==> src/bus_slave_settings.svh <==
// sizes, id and latency of the serial-bus slave
// BS_MEM_LATENCY must be 1 or more, BS_ADDR_DEPTH a power of two
`ifndef BUS_SLAVE_SETTINGS_SVH
`define BUS_SLAVE_SETTINGS_SVH

// memory geometry
`define BS_ADDR_DEPTH 256
`define BS_DATA_WIDTH 16

// slave addressing on the serial bus
`define BS_ID_WIDTH 2
`define BS_SLAVE_ID 2

// cycles from a read request to its data
`define BS_MEM_LATENCY 2
`define BS_START_PATTERN 3'b111

`endif

==> src/bus_slave_pkg.sv <==
// types shared by the slave blocks, sized from the settings header
`include "bus_slave_settings.svh"

package bus_slave_pkg;

    // start field width, matches BS_START_PATTERN
    localparam int START_BITS = 3;

    typedef logic [$clog2(`BS_ADDR_DEPTH)-1:0] addr_t;
    typedef logic [`BS_DATA_WIDTH-1:0]         data_t;
    typedef logic [`BS_ID_WIDTH-1:0]           slave_id_t;
    typedef logic [$clog2(`BS_DATA_WIDTH):0]   bit_count_t;

    // start | id | r/w | burst | address
    typedef logic [START_BITS+`BS_ID_WIDTH+2+$clog2(`BS_ADDR_DEPTH)-1:0] header_t;
    typedef logic [3:0] hdr_count_t;

    typedef enum logic [1:0] {
        HDR_IDLE,
        HDR_SHIFT,
        HDR_OFFER
    } hdr_state_t;

    typedef enum logic [1:0] {
        ENG_IDLE,
        ENG_FETCH,
        ENG_READ_SHIFT,
        ENG_WRITE_SHIFT
    } engine_state_t;

endpackage

==> src/bus_slave_ifs.sv <==
// cmd_valid/cmd_ready and mem_req are plain handshakes with no clock of their own
`timescale 1ns/1ps

// decoded command from the header receiver to the engine
interface slave_cmd_if;
    import bus_slave_pkg::*;

    logic  cmd_valid;
    logic  cmd_ready;
    logic  cmd_write;
    logic  cmd_burst;
    addr_t cmd_addr;

    modport source (output cmd_valid, cmd_write, cmd_burst, cmd_addr, input cmd_ready);
    modport sink   (input cmd_valid, cmd_write, cmd_burst, cmd_addr, output cmd_ready);
endinterface

// engine to word memory, reads return after a fixed latency
interface word_mem_if;
    import bus_slave_pkg::*;

    logic  mem_req;
    logic  mem_we;
    addr_t mem_addr;
    data_t mem_wdata;
    data_t mem_rdata;
    logic  mem_rvalid;

    modport master (
        output mem_req, mem_we, mem_addr, mem_wdata,
        input  mem_rdata, mem_rvalid
    );
    modport memory (
        input  mem_req, mem_we, mem_addr, mem_wdata,
        output mem_rdata, mem_rvalid
    );
endinterface

==> src/header_receiver.sv <==
// header bits arrive MSB first on consecutive cycles, no gaps allowed
// a new header is only accepted while the engine is idle
`timescale 1ns/1ps
`include "bus_slave_settings.svh"

module header_receiver (
    input  logic        clk,
    input  logic        rstN,
    input  logic        control,
    slave_cmd_if.source cmd
);
    import bus_slave_pkg::*;

    localparam int HDR_BITS  = $bits(header_t);
    localparam int ADDR_W    = $bits(addr_t);
    localparam int ID_W      = $bits(slave_id_t);
    // field positions in the shifted header
    localparam int BURST_POS = ADDR_W;
    localparam int RW_POS    = ADDR_W + 1;
    localparam int ID_LSB    = ADDR_W + 2;
    localparam int START_LSB = ID_LSB + ID_W;
    localparam hdr_count_t LAST_COUNT = hdr_count_t'(HDR_BITS - 1);

    hdr_state_t state;
    header_t    hdr;
    hdr_count_t hdr_count;
    logic       take_bit;
    logic       start_ok;
    logic       id_ok;

    // first start bit only counts while the engine can take a command
    assign take_bit = (state == HDR_SHIFT) ||
                      (state == HDR_IDLE && control && cmd.cmd_ready);

    assign start_ok = (hdr[HDR_BITS-1:START_LSB] == `BS_START_PATTERN);
    assign id_ok    = (hdr[START_LSB-1:ID_LSB] == slave_id_t'(`BS_SLAVE_ID));

    // fields stay put while offered, hdr does not shift in OFFER
    assign cmd.cmd_valid = (state == HDR_OFFER) && start_ok && id_ok;
    assign cmd.cmd_write = hdr[RW_POS];
    assign cmd.cmd_burst = hdr[BURST_POS];
    assign cmd.cmd_addr  = hdr[ADDR_W-1:0];

    always_ff @(posedge clk) begin
        if (take_bit) begin
            hdr <= {hdr[HDR_BITS-2:0], control};
        end
    end

    always_ff @(posedge clk or negedge rstN) begin
        if (!rstN) begin
            state     <= HDR_IDLE;
            hdr_count <= '0;
        end else begin
            case (state)
                HDR_IDLE: begin
                    if (take_bit) begin
                        hdr_count <= hdr_count_t'(1);
                        state     <= HDR_SHIFT;
                    end
                end
                HDR_SHIFT: begin
                    hdr_count <= hdr_count + 1'b1;
                    if (hdr_count == LAST_COUNT) begin
                        state <= HDR_OFFER;
                    end
                end
                HDR_OFFER: begin
                    // bad start or id is dropped without a handshake
                    if (!(start_ok && id_ok) || cmd.cmd_ready) begin
                        state <= HDR_IDLE;
                    end
                end
                default: state <= HDR_IDLE;
            endcase
        end
    end

endmodule

==> src/transfer_engine.sv <==
// one bit per cycle with valid && ready, MSB first in both directions
// a burst continues word by word until last is seen on a word's final bit
`timescale 1ns/1ps

module transfer_engine (
    input  logic       clk,
    input  logic       rstN,
    input  logic       wd,
    input  logic       valid,
    input  logic       last,
    output logic       rd,
    output logic       ready,
    slave_cmd_if.sink  cmd,
    word_mem_if.master mem
);
    import bus_slave_pkg::*;

    localparam int DATA_W = $bits(data_t);
    localparam bit_count_t LAST_BIT = bit_count_t'(DATA_W - 1);

    engine_state_t state;
    addr_t         addr;
    data_t         shreg;
    bit_count_t    bit_cnt;
    logic          burst;
    logic          wr_pending;
    logic          fetch_wait;
    logic          cmd_take;
    logic          xfer;
    logic          word_end;
    logic          fetch_req;
    logic          next_read;

    // only a fetch holds the master off
    assign ready    = (state != ENG_FETCH);
    assign xfer     = valid && ready;
    assign word_end = xfer && (bit_cnt == LAST_BIT);

    assign cmd.cmd_ready = (state == ENG_IDLE);
    assign cmd_take      = cmd.cmd_valid && cmd.cmd_ready;

    // one request per fetch, then wait for the data to come back
    assign fetch_req = (state == ENG_FETCH) && !fetch_wait;
    assign next_read = (state == ENG_READ_SHIFT) && word_end && burst && !last;

    // a finished write word sits in shreg for exactly one cycle,
    // the memory samples it on the same edge the next bit shifts in
    assign mem.mem_req   = fetch_req || wr_pending;
    assign mem.mem_we    = wr_pending;
    assign mem.mem_addr  = addr;
    assign mem.mem_wdata = shreg;

    always_ff @(posedge clk) begin
        if (cmd_take) begin
            addr <= cmd.cmd_addr;
        end else if (wr_pending || next_read) begin
            addr <= addr + 1'b1;
        end

        if (state == ENG_FETCH && mem.mem_rvalid) begin
            shreg <= mem.mem_rdata;
        end else if (state == ENG_READ_SHIFT && xfer) begin
            shreg <= shreg << 1;
        end else if (state == ENG_WRITE_SHIFT && xfer) begin
            shreg <= {shreg[DATA_W-2:0], wd};
        end
    end

    always_ff @(posedge clk or negedge rstN) begin
        if (!rstN) begin
            state      <= ENG_IDLE;
            bit_cnt    <= '0;
            burst      <= 1'b0;
            wr_pending <= 1'b0;
            fetch_wait <= 1'b0;
            rd         <= 1'b0;
        end else begin
            wr_pending <= 1'b0;
            case (state)
                ENG_IDLE: begin
                    if (cmd_take) begin
                        burst   <= cmd.cmd_burst;
                        bit_cnt <= '0;
                        state   <= cmd.cmd_write ? ENG_WRITE_SHIFT : ENG_FETCH;
                    end
                end
                ENG_FETCH: begin
                    if (fetch_req) begin
                        fetch_wait <= 1'b1;
                    end
                    if (mem.mem_rvalid) begin
                        fetch_wait <= 1'b0;
                        rd         <= mem.mem_rdata[DATA_W-1];
                        state      <= ENG_READ_SHIFT;
                    end
                end
                ENG_READ_SHIFT: begin
                    // rd holds while valid is low
                    if (xfer) begin
                        bit_cnt <= bit_cnt + 1'b1;
                        rd      <= shreg[DATA_W-2];
                    end
                    if (word_end) begin
                        bit_cnt <= '0;
                        rd      <= 1'b0;
                        state   <= next_read ? ENG_FETCH : ENG_IDLE;
                    end
                end
                ENG_WRITE_SHIFT: begin
                    if (xfer) begin
                        bit_cnt <= bit_cnt + 1'b1;
                    end
                    if (word_end) begin
                        bit_cnt    <= '0;
                        wr_pending <= 1'b1;
                        if (!burst || last) begin
                            state <= ENG_IDLE;
                        end
                    end
                end
                default: state <= ENG_IDLE;
            endcase
        end
    end

endmodule

==> src/word_memory.sv <==
// contents start at zero, no file load
// read data appears BS_MEM_LATENCY cycles after the request, writes land at once
`timescale 1ns/1ps
`include "bus_slave_settings.svh"

module word_memory (
    input  logic        clk,
    input  logic        rstN,
    word_mem_if.memory  mem
);
    import bus_slave_pkg::*;

    localparam int LAT = `BS_MEM_LATENCY;

    data_t      ram [`BS_ADDR_DEPTH] = '{default: '0};
    data_t      rdata_pipe [LAT];
    logic [LAT-1:0] rvalid_pipe;
    logic       rd_req;

    assign rd_req = mem.mem_req && !mem.mem_we;

    always_ff @(posedge clk) begin
        if (mem.mem_req && mem.mem_we) begin
            ram[mem.mem_addr] <= mem.mem_wdata;
        end
        // data stages run freely, rvalid marks the useful ones
        rdata_pipe[0] <= ram[mem.mem_addr];
        for (int i = 1; i < LAT; i++) begin
            rdata_pipe[i] <= rdata_pipe[i-1];
        end
    end

    always_ff @(posedge clk or negedge rstN) begin
        if (!rstN) begin
            rvalid_pipe <= '0;
        end else begin
            rvalid_pipe[0] <= rd_req;
            for (int i = 1; i < LAT; i++) begin
                rvalid_pipe[i] <= rvalid_pipe[i-1];
            end
        end
    end

    assign mem.mem_rdata  = rdata_pipe[LAT-1];
    assign mem.mem_rvalid = rvalid_pipe[LAT-1];

endmodule

==> src/bus_slave_top.sv <==
// serial-bus slave, one id per instance, set in the settings header
`timescale 1ns/1ps

module bus_slave_top (
    input  logic clk,
    input  logic rstN,
    input  logic control,
    input  logic wd,
    input  logic valid,
    input  logic last,
    output logic rd,
    output logic ready
);

    slave_cmd_if cmd_if ();
    word_mem_if  mem_if ();

    // header decode steers the engine
    header_receiver i_header_receiver (
        .clk     (clk),
        .rstN    (rstN),
        .control (control),
        .cmd     (cmd_if.source)
    );

    transfer_engine i_transfer_engine (
        .clk   (clk),
        .rstN  (rstN),
        .wd    (wd),
        .valid (valid),
        .last  (last),
        .rd    (rd),
        .ready (ready),
        .cmd   (cmd_if.sink),
        .mem   (mem_if.master)
    );

    word_memory i_word_memory (
        .clk  (clk),
        .rstN (rstN),
        .mem  (mem_if.memory)
    );

endmodule

==> config.mk <==
export PLATFORM = sky130hd
export DESIGN_NAME = bus_slave_top
export DESIGN_NICKNAME = d
export VERILOG_FILES = /design/src/bus_slave_pkg.sv /design/src/bus_slave_ifs.sv /design/src/header_receiver.sv /design/src/transfer_engine.sv /design/src/word_memory.sv /design/src/bus_slave_top.sv
export VERILOG_INCLUDE_DIRS = /design/src
export SDC_FILE = /design/constraint.sdc
export NUM_CORES = 2
export LEC_CHECK = 0
export BUFFER_PORTS_ARGS = -buffer_cell sky130_fd_sc_hd__clkbuf_2
export CAP_MARGIN = 10
export CORE_UTILIZATION = 45
export CTS_CLUSTER_DIAMETER = 80
export CTS_CLUSTER_SIZE = 40
export DETAILED_ROUTE_END_ITERATION = 10
export MAX_ROUTING_LAYER = met4
export PLACE_DENSITY_LB_ADDON = 0.08
export SETUP_SLACK_MARGIN = 0.1
export SKIP_LAST_GASP = 1
export SLEW_MARGIN = 20
export SYNTH_ARGS = -nofsm -noshare
export SYNTH_HDL_FRONTEND = slang
export SYNTH_MEMORY_MAX_BITS = 65536
export SYNTH_SLANG_ARGS = --single-unit
==> constraint.sdc <==
create_clock -name clk -period 4.39 [get_ports clk]
set_input_delay 0.2195 -clock clk [delete_from_list [all_inputs] [get_ports clk]]
set_output_delay 0.2195 -clock clk [all_outputs]
set_load 0.01 [all_outputs]
-- Word level (Yosys, flattened, before mapping)
Memories as Yosys holds them, arrays and structs flattened. A register that Yosys moved wholly into a read port is not among the register bits.
Index checks and enable logic that the tools add are counted.
- bits in registers: 58
- memory bits (writable): 4128
- bits of input ports: 6
- output and inout bits: 2
- word-level logic and storage cells: 114
- memories kept: 2
- memories (name ; words ; width ; rd ports ; clocked after Yosys merged registers in ; write ports ; RTL line ; text):
    i_word_memory.ram ; 256 ; 16 ; 1 ; 1 ; 1 ; word_memory.sv:15 ; data_t ram [`BS_ADDR_DEPTH] = '{default: '0};
    i_word_memory.rdata_pipe ; 2 ; 16 ; 2 ; 0 ; 2 ; word_memory.sv:16 ; data_t rdata_pipe [LAT];
- add/subtract/negate cells: 3
- equal/unequal tests: 20
- multiplexer cells: 34
- reductions and logical operators: 43
- operator list (kind ; number):
    $mux W16 ; 3
    $mux W8 ; 3
    $mux W2 ; 9
    $logic_and A1 B1 Y1 ; 17
    $mux W5 ; 3
    $ne A2 B1 Y1 const B ; 6
    $mux W1 ; 10
    $pmux W5 S2 ; 1
    $reduce_bool A2 Y1 ; 5
    $reduce_and A3 Y1 ; 3
    $add A8 B1 Y8 const B ; 1
    $eq A2 B2 Y1 const B ; 4
    $pmux W2 S4 ; 1
    $pmux W4 S2 ; 1
    $ne A2 B2 Y1 const B ; 3
    $ne A3 B1 Y1 const B ; 2
    $pmux W2 S3 ; 1
    $reduce_and A2 Y1 ; 3
    $add A5 B1 Y5 const B ; 1
    $eq A5 B4 Y1 const B ; 1
    $logic_not A1 Y1 ; 5
    $logic_or A1 B1 Y1 ; 5
    $reduce_and A5 Y1 ; 1
    $add A4 B1 Y4 const B ; 1
    8 further kinds ; 10

-- Longest topological paths before layout
- word-level depth: 10
- depth in mapped cells: 14
- mapped depth without buffers: 7

-- Modules after synthesis
A second synthesis with hierarchy kept.
- cells, all modules: 6940
- area total of the unflattened synthesis: 158169.2 µm²
- by module, submodules not included (module ; instances ; cells each ; area each (µm²) ; seq. area each (µm²)):
    word_memory ; 1 ; 6739 ; 155560.4 ; 123688.6
    transfer_engine ; 1 ; 148 ; 1780.5 ; 996.0
    header_receiver ; 1 ; 53 ; 828.3 ; 600.6

-- Worst setup path after synthesis
No wires, ideal clock.
- path kind: reg-to-reg
- start point: register i_transfer_engine.shreg[14] (netlist: i_transfer_engine.mem.mem_wdata[14])
- end point: memory i_word_memory.ram[0][14] (netlist bit), data pin
- library setup time: 0.824 ns
- arrival time: 3.257 ns
- required time: 3.566 ns
- slack: 0.309 ns
- stages on the path, launching flop included: 1
- buffers on the path: 0
- clock period less this slack: 4.081 ns
- cell sequence: edfxtp_1
- RTL lines (what ; RTL line ; text):
    start: declaration ; transfer_engine.sv:23 ; data_t shreg;
    start signal: assignment ; transfer_engine.sv:61 ; shreg <= mem.mem_rdata;
    start signal: assignment ; transfer_engine.sv:63 ; shreg <= shreg << 1;
    start signal: assignment ; transfer_engine.sv:65 ; shreg <= {shreg[DATA_W-2:0], wd};
    end: declaration ; word_memory.sv:15 ;
No word-level cell before the write port.

==> summary.md <==
| Metric | Value |
|---|---|
| Outcome | completed |
| Fill count | 28400 |
| Buffers on Ports | 7 |
| H-tree depth | 4 |
| Final slew viol count | 0 |
| Post-route insts no fill | 12690 |
| Ys Warns | 0 |
| Required @ worst endpoint | 5260 ps |
| Highest routed layer | met4 |
| RSZ-0062 raised after global routing | no |
| WP data arrival | 4900 ps |
| Sequential fraction of the synthesis area | 77.69% |
| Internal Power | 52.50 mW |
| Routed Antenna Nets | 0 |
| DR WL met3 | 28940 um |
| Routed Wire Length | 448200 um |
| Crit Path Class | flip-flop to flip-flop |
| Metal-1 WL | 200300 um |
| First-pass GRT wire length | 628700 um |
| Cell Area, Placed | 170700 sq um |
| Post-CTS Repair Setup Buffers | 0 |
| Final #Nets | 7791 |
| Combinational power share | 0.6% |
| Wire length per cell | 35.32 um |
| Main combinational cell family by area after synthesis | multiplexers |
| Post-synth net total | 7406 |
| Root buf cell | clkbuf_16 |
| Met2 Wirelength | 207100 um |
| Post-synthesis adder-cell area fraction | 0.05424% |
| Total track usage | 25.48% |
| Final instance area | 177600 sq um |
| Final WS setup | 359.5 ps |
| CTS Buffer Depth | 4 |
| Tcrit/Tclk final | 91.81% |
| Initial antenna violation count | 28 |
| Iteration count of the initial detailed-routing pass | 6 |
| Top_reg_cell synth | edfxtp_1 |
| Worst slew pin tran | 1121 ps |
| Final Hold Viols | 0 |
| Row count | 219 |
| Post-synth top area cell | edfxtp_1 |
| Core ar. | 356500 sq um |
| Chip height | 601.0 um |
| Leakage | 55.44 nW |
| Clk_skew | 66.64 ps |
| Vias/cell | 6.106 |
| Die area | 361200 sq um |
| # IOs | 8 |
| Total power | 67.09 mW |
| Syn Area/Cell | 21.84 sq um |
| Gpl congestion | 0.8474 |
| Peak Freq | 0.2481 GHz |
| Clk pin slew, worst setup/hold paths | 130 ps |
| Initial DRC Count | 9441 |
| Synth-to-Final Area Change | 9.995% |
| Hold slack final | 293.6 ps |
| Hold Crit Depth | 3 |
| Initial core utilization | 45.29% |
| Switch share | 21.75% |
| Type of origin of the critical path | flip-flop |
| Fraction of layout cells with a size suffix above 1 | 25.41% |
| Net Sw Power | 14.59 mW |
| Synthesized area | 161500 sq um |
| Pre-CTS WS | -9.706 ps |
| Crit. End Element | flip-flop |
| Peak VDD IR | 334.8 uV |
| Worst reg2reg path depth | 12 |
| HP Class | input pin to flip-flop |
| Placed wire-length estimate | 270900 um |
| Total grt overflow | 0 |
| FFs w/ async S/R, synth | 0.4530% |
| Simple-Gate Fraction of Synth Area | 1.830% |
| Final setup violation count | 0 |
| Synth top area share | 76.90% |
| EDFF count, synth | 4135 |
| Via count | 77490 |
| Seq pwr share | 65.0% |
| Largest net degree at the start of global routing | 226 |
| Synth top area cells | edfxtp_1, mux4_2, mux2i_1 |
| Post-Synth XOR/XNOR Area | 0.03255% |
| Count of cell types in the netlist | 62 |
| Clock Power Share | 34.4% |
| Number of synthesized register bits | 4194 |
| Relative slew slack | 24.83% |
| Post-synthesis mux area share | 15.78% |
| Number of remaining DRC errors | 0 |
| Worst-Skew Late Latency | 970 ps |
| Vias in the first global route | 76830 |
| Die width | 601.0 um |
| Minimum clock period after layout | 4030 ps |
| Clk sinks | 4194 |
| Synthesized netlist cell count | 7393 |
| Synth Area in Compound Gates | 2.881% |
| Crit Path Max Fanout | 23 |
| CTS tree | done |
| Max-cap violation count | 0 |
| Dpl cells | 12340 |
| Cts bufs inserted | 178 |
| Pwr/cell area | 377.8 nW/um^2 |
cell usage in the layout (no fill, tap or decap), types with 116 or more instances in the layout:
master / netlist / routed
buf_4: 29 / 541
o221ai_1: 163 / 163
nor2_1: 313 / 231
mux2i_1: 478 / 478
a21oi_1: 116 / 116
nand2_1: 168 / 166
mux4_2: 908 / 908
o22ai_1: 138 / 138
edfxtp_1: 4135 / 4135
clkbuf_16: 0 / 182
synthesized netlist by cell type (32+ instances only):
cell type,count
edfxtp_1,4135
mux4_2,908
mux2i_1,478
nor2_1,313
clkbuf_1,190
nand2_1,168
o221ai_1,163
o22ai_1,138
a21oi_1,116
o21ai_0,81
buf_6,80
buf_2,77
nor3_1,57
a211oi_1,40
dfxtp_1,40
nand3_1,37
a221oi_1,32
path summary, 6_finish.rpt:
check | from | end | slack (ps)
min in group asynchronous | rstN | i_word_memory.rvalid_pipe[0]$_DFF_PN0_ | 680
worst min register to register | i_word_memory.rdata_pipe[0][14]$_DFF_P_ | i_word_memory.rdata_pipe[0][30]$_DFF_P_ | 300
worst max-delay path | flip-flop | i_word_memory.rdata_pipe[0][12]$_DFF_P_ | 360
worst min-delay path | wd | i_transfer_engine.mem.mem_wdata[0]$_DFFE_PP_ | 290
max in group asynchronous | rstN | i_header_receiver.hdr_count[3]$_DFFE_PN0P_ | 3150
worst max register to register | flip-flop | i_word_memory.rdata_pipe[0][12]$_DFF_P_ | 360
final cells by class:
| type | instances | area [sq um] | area share, % |
|---|---|---|---|
| Clock buffer | 186 | 4569 | 2.573 |
| Inverter | 9 | 43.79 | 0.02466 |
| Timing Repair Buffer | 635 | 5777 | 3.253 |
| Antenna cell | 13 | 32.53 | 0.01832 |
| Clock inverter | 142 | 2156 | 1.214 |
| Sequential cell | 4194 | 125500 | 70.64 |
| Multi-Input combinational cell | 2760 | 33620 | 18.93 |
| Tap cell | 4751 | 5944 | 3.347 |
power groups by stage:
stage	Combinational [mW]	Sequential (mW)	Clock, mW
4_1_cts	0.411	43.6	23.6
5_1_grt	0.441	43.6	24.7
3_3_place_gp	0.386	44.5	0
6_report	0.405	43.6	23.1
2_1_floorplan	0.156	44.6	0
3_5_place_dp	0.405	44.5	0
stage by stage:
stage               utilization, %  TNS (ps)
finish                       49.82         0
global route                 49.82         0
CTS                          49.80         0
detailed placement           47.90    -9.706
global placement             47.88    -604.3
floorplan                        -         0
critical path, stage by stage (launching register included):
cell and delay (ps):
dfxtp_4 740, buf_12 280, buf_12 240, buf_4 310, buf_4 330, mux2i_1 120
o221ai_1 380, a21oi_1 180, o21ai_0 270, buf_4 190, nand4_1 250, buf_4 260
nor4_1 290
cell families after synthesis:
logic type / count (synthesis)
AOI/OAI and AO/OA: 662
buffers and inverters: 439
xor gates and xnor gates: 6
adders and majority gates: 7
muxes: 1408
DFF: 4194
and+or+nand+nor: 677
metal layers:
layer	GRT usage [%]	up-vias
met5	-	-
met3	3.408	418
met1	37.61	42690
li1	-	31820
met2	38.03	2558
met4	5.859	0
what timing repair did:
action                                 4_1_cts  5_1_grt
gates resized for setup                      1        0
endpoints found under the hold margin       35        0
setup endpoints to repair                    1        0
hold buffers                                 6        0
state kept, by name, indices dropped and copies added (netlist names), named ones only:
| register | cells |
|---|---|
| i_word_memory.ram | 4096 |
| i_header_receiver.hdr | 15 |
| i_transfer_engine.fetch_wait | 1 |
| i_transfer_engine.mem.mem_we | 1 |
| i_transfer_engine.state | 2 |
| i_transfer_engine.mem.mem_addr | 8 |
| i_header_receiver.hdr_count | 4 |
| i_transfer_engine.rd | 1 |
| i_word_memory.rdata_pipe | 32 |
| i_transfer_engine.bit_cnt | 5 |
| i_transfer_engine.mem.mem_wdata | 16 |
| i_transfer_engine.burst | 1 |
| i_header_receiver.state | 2 |
| i_word_memory.rvalid_pipe | 2 |
(Power assumes the default switching activity.)
